File: config.mk
export PLATFORM = sky130hd
export DESIGN_NAME = frame_stream_top
export DESIGN_NICKNAME = d
export VERILOG_FILES = /design/src/design/frame_pkg.sv /design/src/design/block_ram_sdp.sv /design/src/design/frame_stamper.sv /design/src/design/credit_buffer.sv /design/src/design/frame_summarizer.sv /design/src/design/frame_stream_top.sv
export VERILOG_INCLUDE_DIRS = /design/src /design/src/design
export SDC_FILE = /design/constraint.sdc
export NUM_CORES = 1
export LEC_CHECK = 0
export ABC_AREA = 1
export BUFFER_PORTS_ARGS = -buffer_cell sky130_fd_sc_hd__buf_2
export CORE_MARGIN = 4
export CORE_UTILIZATION = 40
export CTS_BUF_LIST = sky130_fd_sc_hd__clkbuf_8 sky130_fd_sc_hd__clkbuf_16
export DETAILED_ROUTE_END_ITERATION = 6
export PLACE_DENSITY_LB_ADDON = 0.15
export SYNTH_ARGS = -nofsm -noshare
export SYNTH_HDL_FRONTEND = slang
export SYNTH_HIERARCHICAL = 1
export SYNTH_SLANG_ARGS = --single-unit
File: constraint.sdc
create_clock -name clk -period 13.12 [get_ports clk]
set_clock_uncertainty 0.1 [all_clocks]
set_input_delay 2.624 -clock clk [delete_from_list [all_inputs] [get_ports clk]]
set_output_delay 2.624 -clock clk [all_outputs]
set_load 0.005 [all_outputs]
File: src/design/frame_stream_cfg.svh
// frame stream configuration
`ifndef FRAME_STREAM_CFG_SVH
`define FRAME_STREAM_CFG_SVH

// ~~~~~~~~~~~~~~~~~~~~~~~~~~~~~~
// stream word
// ~~~~~~~~~~~~~~~~~~~~~~~~~~~~~~
`define FS_WORD_WIDTH 32

// ~~~~~~~~~~~~~~~~~~~~~~~~~~~~~~
// buffer and summary queue
// ~~~~~~~~~~~~~~~~~~~~~~~~~~~~~~
// buffer depth and the initial credit count are both 2**FS_BUF_ADDR_WIDTH.
`define FS_BUF_ADDR_WIDTH 4

// 0 gives a 1 cycle read latency, 1 adds the RAM output register.
`define FS_BUF_OUTPUT_REG 0

`define FS_RES_DEPTH 4

`endif

File: src/design/frame_pkg.sv
// frame stream types
`include "frame_stream_cfg.svh"

package frame_pkg;

    // header word layout, tag in the high byte and seq in the low half.
    typedef struct packed {
        logic [7:0]  tag;
        logic [7:0]  len; // payload words that follow, 0 is legal.
        logic [15:0] seq;
    } frame_hdr_t;

    // one stream word. the first word of a frame is read through hdr,
    // every word after it through data.
    typedef union packed {
        frame_hdr_t                 hdr;
        logic [`FS_WORD_WIDTH-1:0]  data;
    } frame_word_u;

endpackage

File: src/design/block_ram_sdp.sv
// simple dual-port block RAM
`timescale 1ns/10ps

module block_ram_sdp #(
    parameter int DATA_WIDTH = 32,
    parameter int ADDR_WIDTH = 10,
    parameter int OUTPUT_REG = 0
) (
    input  logic                  clk,
    input  logic                  rst,

    input  logic                  write_enable,
    input  logic [ADDR_WIDTH-1:0] write_addr,
    input  logic [DATA_WIDTH-1:0] write_data,

    input  logic                  read_enable,
    input  logic                  read_output_enable,
    input  logic [ADDR_WIDTH-1:0] read_addr,
    output logic [DATA_WIDTH-1:0] read_data
);

    localparam int DEPTH = 1 << ADDR_WIDTH;

    logic [DATA_WIDTH-1:0] mem [DEPTH];
    logic [DATA_WIDTH-1:0] read_stage; // first read register, inside the RAM primitive.

    always_ff @(posedge clk) begin
        if (write_enable) begin
            mem[write_addr] <= write_data;
        end
        if (read_enable) begin
            read_stage <= mem[read_addr];
        end
    end

    // ~~~~~~~~~~~~~~~~~~~~~~~~~~~~~~
    // optional output register
    // ~~~~~~~~~~~~~~~~~~~~~~~~~~~~~~
    generate
        if (OUTPUT_REG != 0) begin : g_out_reg
            always_ff @(posedge clk) begin
                if (rst) begin
                    read_data <= '0;
                end else if (read_output_enable) begin
                    read_data <= read_stage;
                end
            end
        end else begin : g_no_out_reg
            assign read_data = read_stage;
        end
    endgenerate

endmodule

File: src/design/frame_stamper.sv
// frame stamper
// tracks frame boundaries, stamps sequence numbers and spends credits.
`timescale 1ns/10ps
`include "frame_stream_cfg.svh"

module frame_stamper
    import frame_pkg::*;
(
    input  logic        clk,
    input  logic        rst,

    input  logic        src_valid,
    input  frame_word_u src_word,
    output logic        src_ready,

    output logic        push,
    output frame_word_u push_word,
    input  logic        credit
);

    localparam int BUF_DEPTH = 1 << `FS_BUF_ADDR_WIDTH;
    localparam int CNT_W     = `FS_BUF_ADDR_WIDTH + 1;

    logic [CNT_W-1:0] credit_cnt;
    logic [7:0]       rem_cnt;   // payload words left in the current frame.
    logic [15:0]      frame_cnt;
    logic             is_hdr;
    logic             accept;
    frame_word_u      stamped;

    // a push already in flight has not been taken off credit_cnt yet.
    assign src_ready = (credit_cnt > CNT_W'(push));
    assign accept    = src_valid && src_ready;
    assign is_hdr    = (rem_cnt == 8'd0);

    always_comb begin
        stamped = src_word;
        if (is_hdr) begin
            stamped.hdr.seq = frame_cnt; // the source's own seq is dropped.
        end
    end

    // ~~~~~~~~~~~~~~~~~~~~~~~~~~~~~~
    // control state
    // ~~~~~~~~~~~~~~~~~~~~~~~~~~~~~~
    always_ff @(posedge clk) begin
        if (rst) begin
            push       <= 1'b0;
            credit_cnt <= CNT_W'(BUF_DEPTH);
            rem_cnt    <= '0;
            frame_cnt  <= '0;
        end else begin
            push       <= accept;
            credit_cnt <= credit_cnt - CNT_W'(push) + CNT_W'(credit);
            if (accept) begin
                if (is_hdr) begin
                    rem_cnt   <= src_word.hdr.len;
                    frame_cnt <= frame_cnt + 16'd1; // wraps after 65535.
                end else begin
                    rem_cnt <= rem_cnt - 8'd1;
                end
            end
        end
    end

    always_ff @(posedge clk) begin
        if (accept) begin
            push_word <= stamped;
        end
    end

    // credits come back from the buffer, so the count must stay bounded.
    a_credit_max: assert property (@(posedge clk) disable iff (rst)
        credit_cnt <= CNT_W'(BUF_DEPTH));

    a_push_credit: assert property (@(posedge clk) disable iff (rst)
        push |-> (credit_cnt != '0));

endmodule

File: src/design/credit_buffer.sv
// credit buffer
// ring buffer over block RAM with fixed read latency and credit return.
`timescale 1ns/10ps
`include "frame_stream_cfg.svh"

module credit_buffer
    import frame_pkg::*;
(
    input  logic        clk,
    input  logic        rst,

    input  logic        push,
    input  frame_word_u push_word,
    output logic        credit,

    input  logic        hold,
    output logic        out_valid,
    output frame_word_u out_word
);

    localparam int ADDR_W    = `FS_BUF_ADDR_WIDTH;
    localparam int BUF_DEPTH = 1 << ADDR_W;
    localparam int BUF_LAT   = 1 + `FS_BUF_OUTPUT_REG;

    logic [ADDR_W-1:0]  wr_ptr;
    logic [ADDR_W-1:0]  rd_ptr;
    logic [ADDR_W:0]    occupancy;
    logic               pop;
    logic [BUF_LAT-1:0] vld_pipe; // bit i set means a read is i+1 cycles old.

    assign pop       = (occupancy != '0) && !hold;
    assign credit    = pop; // each word read frees one slot.
    assign out_valid = vld_pipe[BUF_LAT-1];

    // ~~~~~~~~~~~~~~~~~~~~~~~~~~~~~~
    // pointers and occupancy
    // ~~~~~~~~~~~~~~~~~~~~~~~~~~~~~~
    always_ff @(posedge clk) begin
        if (rst) begin
            wr_ptr    <= '0;
            rd_ptr    <= '0;
            occupancy <= '0;
        end else begin
            if (push) begin
                wr_ptr <= wr_ptr + 1'b1;
            end
            if (pop) begin
                rd_ptr <= rd_ptr + 1'b1;
            end
            occupancy <= occupancy + (ADDR_W + 1)'(push) - (ADDR_W + 1)'(pop);
        end
    end

    always_ff @(posedge clk) begin
        if (rst) begin
            vld_pipe <= '0;
        end else begin
            vld_pipe[0] <= pop;
            for (int i = 1; i < BUF_LAT; i++) begin
                vld_pipe[i] <= vld_pipe[i-1];
            end
        end
    end

    // a word pushed on one edge is readable from the next cycle on,
    // and the empty check keeps a pop off the slot being written.
    block_ram_sdp #(
        .DATA_WIDTH (`FS_WORD_WIDTH),
        .ADDR_WIDTH (ADDR_W),
        .OUTPUT_REG (`FS_BUF_OUTPUT_REG)
    ) ram_i (
        .clk                (clk),
        .rst                (rst),
        .write_enable       (push),
        .write_addr         (wr_ptr),
        .write_data         (push_word),
        .read_enable        (pop),
        .read_output_enable (vld_pipe[0]),
        .read_addr          (rd_ptr),
        .read_data          (out_word)
    );

    // the producer's credit count is what keeps this from happening.
    a_no_overflow: assert property (@(posedge clk) disable iff (rst)
        push |-> (occupancy != (ADDR_W + 1)'(BUF_DEPTH)));

endmodule

File: src/design/frame_summarizer.sv
// frame summarizer
// decodes words, accumulates per-frame summaries and queues them.
`timescale 1ns/10ps
`include "frame_stream_cfg.svh"

module frame_summarizer
    import frame_pkg::*;
(
    input  logic                      clk,
    input  logic                      rst,

    input  logic                      out_valid,
    input  frame_word_u               out_word,
    output logic                      hold,

    output logic                      res_valid,
    output logic [7:0]                res_tag,
    output logic [7:0]                res_len,
    output logic [15:0]               res_seq,
    output logic [`FS_WORD_WIDTH-1:0] res_sum,
    input  logic                      sink_ready
);

    localparam int W         = `FS_WORD_WIDTH;
    localparam int BUF_LAT   = 1 + `FS_BUF_OUTPUT_REG;
    localparam int RES_DEPTH = `FS_RES_DEPTH;
    localparam int PTR_W     = (RES_DEPTH > 1) ? $clog2(RES_DEPTH) : 1;
    localparam int CNT_W     = $clog2(RES_DEPTH + 1);

    logic [7:0]       rem_cnt; // payload words still expected.
    logic             is_hdr;
    logic             done;
    frame_hdr_t       cur_hdr;
    logic [W-1:0]     acc;
    frame_hdr_t       done_hdr;
    logic [W-1:0]     done_sum;

    frame_hdr_t       q_hdr [RES_DEPTH];
    logic [W-1:0]     q_sum [RES_DEPTH];
    logic [PTR_W-1:0] q_wr_ptr;
    logic [PTR_W-1:0] q_rd_ptr;
    logic [CNT_W-1:0] q_count;
    logic             q_pop;

    function automatic logic [PTR_W-1:0] next_ptr(input logic [PTR_W-1:0] ptr);
        return (ptr == PTR_W'(RES_DEPTH - 1)) ? '0 : ptr + 1'b1;
    endfunction

    // ~~~~~~~~~~~~~~~~~~~~~~~~~~~~~~
    // word decode
    // ~~~~~~~~~~~~~~~~~~~~~~~~~~~~~~
    assign is_hdr = (rem_cnt == 8'd0);

    always_comb begin
        done_hdr = is_hdr ? out_word.hdr : cur_hdr;
        done_sum = is_hdr ? '0 : (acc ^ out_word.data);
        // an empty frame completes on its header alone.
        done = out_valid && (is_hdr ? (out_word.hdr.len == 8'd0) : (rem_cnt == 8'd1));
    end

    always_ff @(posedge clk) begin
        if (rst) begin
            rem_cnt <= '0;
        end else if (out_valid) begin
            rem_cnt <= is_hdr ? out_word.hdr.len : (rem_cnt - 8'd1);
        end
    end

    always_ff @(posedge clk) begin
        if (out_valid) begin
            if (is_hdr) begin
                cur_hdr <= out_word.hdr;
                acc     <= '0;
            end else begin
                acc <= acc ^ out_word.data;
            end
        end
    end

    // ~~~~~~~~~~~~~~~~~~~~~~~~~~~~~~
    // summary queue
    // ~~~~~~~~~~~~~~~~~~~~~~~~~~~~~~
    assign q_pop     = res_valid && sink_ready;
    assign res_valid = (q_count != '0);
    assign res_tag   = q_hdr[q_rd_ptr].tag;
    assign res_len   = q_hdr[q_rd_ptr].len;
    assign res_seq   = q_hdr[q_rd_ptr].seq;
    assign res_sum   = q_sum[q_rd_ptr];

    // every word still in the buffer pipeline may close a frame, so stop
    // popping while the free entries could not take them all.
    assign hold = (q_count >= CNT_W'(RES_DEPTH - BUF_LAT));

    always_ff @(posedge clk) begin
        if (rst) begin
            q_wr_ptr <= '0;
            q_rd_ptr <= '0;
            q_count  <= '0;
        end else begin
            if (done) begin
                q_wr_ptr <= next_ptr(q_wr_ptr);
            end
            if (q_pop) begin
                q_rd_ptr <= next_ptr(q_rd_ptr);
            end
            q_count <= q_count + CNT_W'(done) - CNT_W'(q_pop);
        end
    end

    always_ff @(posedge clk) begin
        if (done) begin
            q_hdr[q_wr_ptr] <= done_hdr;
            q_sum[q_wr_ptr] <= done_sum;
        end
    end

    // relies on hold reaching the buffer early enough for its read latency.
    a_no_lost_summary: assert property (@(posedge clk) disable iff (rst)
        done |-> (q_count != CNT_W'(RES_DEPTH)));

endmodule

File: src/design/frame_stream_top.sv
// frame stream top level
`timescale 1ns/10ps
`include "frame_stream_cfg.svh"

module frame_stream_top
    import frame_pkg::*;
(
    input  logic                      clk,
    input  logic                      rst,

    input  logic                      src_valid,
    input  frame_word_u               src_word,
    output logic                      src_ready,

    output logic                      res_valid,
    output logic [7:0]                res_tag,
    output logic [7:0]                res_len,
    output logic [15:0]               res_seq,
    output logic [`FS_WORD_WIDTH-1:0] res_sum,
    input  logic                      sink_ready
);

    logic        push;
    frame_word_u push_word;
    logic        credit;
    logic        hold;
    logic        out_valid;
    frame_word_u out_word;

    frame_stamper stamper_i (
        .clk       (clk),
        .rst       (rst),
        .src_valid (src_valid),
        .src_word  (src_word),
        .src_ready (src_ready),
        .push      (push),
        .push_word (push_word),
        .credit    (credit)
    );

    credit_buffer buffer_i (
        .clk       (clk),
        .rst       (rst),
        .push      (push),
        .push_word (push_word),
        .credit    (credit),
        .hold      (hold),
        .out_valid (out_valid),
        .out_word  (out_word)
    );

    frame_summarizer summarizer_i (
        .clk        (clk),
        .rst        (rst),
        .out_valid  (out_valid),
        .out_word   (out_word),
        .hold       (hold),
        .res_valid  (res_valid),
        .res_tag    (res_tag),
        .res_len    (res_len),
        .res_seq    (res_seq),
        .res_sum    (res_sum),
        .sink_ready (sink_ready)
    );

endmodule

==> results.cfg <==
[run_status]
status = finished, final reports clean

[logic_synthesis]
yosys_warnings = 6
synth_common_cells = nand2_1, edfxtp_1, inv_1, nand3_1, nor2_1
synth.distinct_cells = 37
ys_ff_latch = 957
netlist_top_cells_area = edfxtp_1, nand2_1, nand3_1
synth-edff-count = 896
synth.yosys.seq_area_share = 0.702
synth.largest_area_cell = edfxtp_1
synth_nets = 3666
synth.avg_cell_area_um2 = 11.1
async_flop_share = 0
synth.most_common_cell = nand2_1
synth_ff_type = edfxtp_1
synth.top_cell.area_share = 0.671
postSynthCellCount = 3596
syn_area_um2 = 40100

[clock_network]
cts_buffers = 102
worstSkewPairLatency_ps = 660
clock_path_buffers = 3
clockRootBuffer = clkbuf_16
cts.sinks = 957
postCtsSetupRepairBufs = 0
cts_resized = 0
clk_pin_slew_ps = 60
cts_tree = built
cts_htree_levels = 3
cts_hold_repair.buffers = 0

[power_and_ir_drop]
p_per_area_nw_per_um2 = 228
p_leak_nw = 17.7
ir_drop_mv = 0.138

[critical_path]
critPathBufInv = 3
cp_slowest_stage_delay_ps = 740
crit_chain = clkinv_2 > buf_4 > o21ai_0 > o22ai_1 > buf_2
crit_family = buffers and inverters
slowest_stage = buf_4
crit_fanout = 87
ff2ff_setup_slack_ps = 9460
worstPathRequired_ps = 10400
crit_type = flip-flop to output pin
critPathLaunchType = flip-flop
crit_arrival_ps = 2980
end_kind = output pin

[hold_path]
hold_path_class = flip-flop to flip-flop

[sta]
relSlewSlack = 0.229
tns_ps = 0
drv_slew = 0
max_freq_mhz = 175
setup_viol = 0
rsz0062_at_grt = false
fin_crit_ps = 5700
final_hold_viol_count = 0
period_share = 0.434
worst_pin_slew_ps = 1140

[final_layout]
final_core_util = 0.455
syn2layout_area_growth_pct = 12.1
fin_nets = 3745
fin_area_um2 = 44900
final_cells = 5040
layout-drive-gt1-share = 0.0938

[placed_design]
routabilityCongestion = 0.770
dp_hpwl_um = 55800
io_buffers = 101
dp_cells = 4858
dpl_cell_area_um2 = 41700

[run]
cap_violations = 0

[floorplan]
std_cell_rows = 115
initial_core_util = 0.405
core_region_area_um2 = 98900
dieArea_um2 = 105000
die_w_um = 325
die_h_um = 325
io_pins = 102

[routing]
wire_per_inst_um = 19.6
firstDrtPassIters = 6
vias = 24700
drt_wl_total_um = 98800
vias_per_cell = 4.91
ant_nets = 0
drt_iter0_drc = 1923
drc = 0

[global_route]
grt_max_degree = 176
antenna_found_initial = 5
grt_usage = 0.184
grt_pass1_wl_um = 148000
grt_pass1_vias = 23600
overflow = 0
==> layout make-up <==
cell class              instances  area, µm²
diodes                          2       5.00
inverters                     478       1820
flip-flops and latches        957      28100
well taps                    1287       1610
multi-input cells            1993       9300
fillers                      9016      53900
clock buffers                 107       2640
clock inverters                73        576
repair buffers                143        833
==> through the flow <==
stage,hold WS [ps],worst slack [ps],power [mW]
after global placement,359,8140,7.55
after global routing,409,7170,10.9
after detailed placement,375,8070,7.59
after floorplan,345,7440,6.52
after CTS,382,7330,10.4
final,378,7420,10.3
==> path summary, 6_finish.rpt <==
check	depth (start not counted)	end	start
max	5	res_seq[11]	flip-flop
max reg2reg	8	buffer_i/ram_i/read_data[3]	buffer_i/rd_ptr[0]
min	2	stamper_i/frame_cnt[15]	stamper_i/frame_cnt[15]
min reg2reg	2	stamper_i/frame_cnt[15]	stamper_i/frame_cnt[15]
==> registers in the layout, summed over array words and instances, names as in the netlist, named ones only <==
register	count
buffer_i/out_valid	1
stamper_i/rem_cnt	8
summarizer_i/acc	32
stamper_i/frame_cnt	16
summarizer_i/rem_cnt	8
summarizer_i/q_sum	128
buffer_i/occupancy	5
summarizer_i/q_hdr	128
buffer_i/ram_i/read_data	32
stamper_i/push_word	32
buffer_i/ram_i/mem	512
stamper_i/credit_cnt	5
stamper_i/push	1
summarizer_i/cur_hdr	32
summarizer_i/q_wr_ptr	2
summarizer_i/q_count	3
summarizer_i/q_rd_ptr	2
buffer_i/rd_ptr	4
buffer_i/wr_ptr	4
==> cell usage in the layout (no fill, tap or decap), types with 3 or more instances in the layout <==
cell / count
nor2_2: 6
fa_1: 3
nand3_1: 413
buf_2: 101
o21ai_1: 7
a21oi_2: 8
nand2_1: 924
clkinv_2: 19
inv_6: 3
nor2_4: 24
edfxtp_1: 896
inv_2: 11
dfxtp_4: 4
ha_1: 31
xnor2_1: 35
dfxtp_2: 3
nor2_1: 241
o21ai_0: 168
clkbuf_16: 104
dfxtp_1: 54
o22ai_1: 64
buf_4: 41
xor2_1: 8
a21oi_1: 37
nand4_1: 9
clkbuf_8: 3
nand2_2: 4
inv_1: 480
clkinv_1: 24
bufinv_16: 9
==> cells by family (layout without fill, tap and decap cells) <==
family | count (synthesis) | count (layout) | share of synthesized area
AND/OR/NAND/NOR | 1631 | 1631 | 0.169
flip-flops | 957 | 957 | 0.702
buffers and inverters | 646 | 801 | 0.0700
AO/OA/AOI/OAI | 285 | 285 | 0.0385
XOR/XNOR | 43 | 43 | 0.00940
adder cells (fa/ha/maj) | 34 | 34 | 0.0112
other | 0 | 2 | 0
==> power breakdown <==
part           switching, mW  total, mW  leakage (nW)  internal, mW
sequential             0.375       4.64          8.67          4.27
clock                   1.16       2.78          1.66          1.62
combinational           2.03       2.82          7.34         0.790
total                   3.57       10.3          17.7          6.68
==> tightest hold or removal path, delay by kind of cell (launching register included) <==
kind,cells,cell delay (ps)
flip-flops,1,320
AND/OR/NAND/NOR,1,60
AO/OA/AOI/OAI,1,50
==> metal layers <==
| metal | share of wire | track usage |
|---|---|---|
| met1 | 0.45 | 0.246 |
| met2 | 0.48 | 0.310 |
| met3 | 0.049 | 0.0319 |
| met4 | 0.026 | 0.0525 |
| met5 | 0.00020 | 0 |
Note: power is estimated with default switching activity, not from simulation.
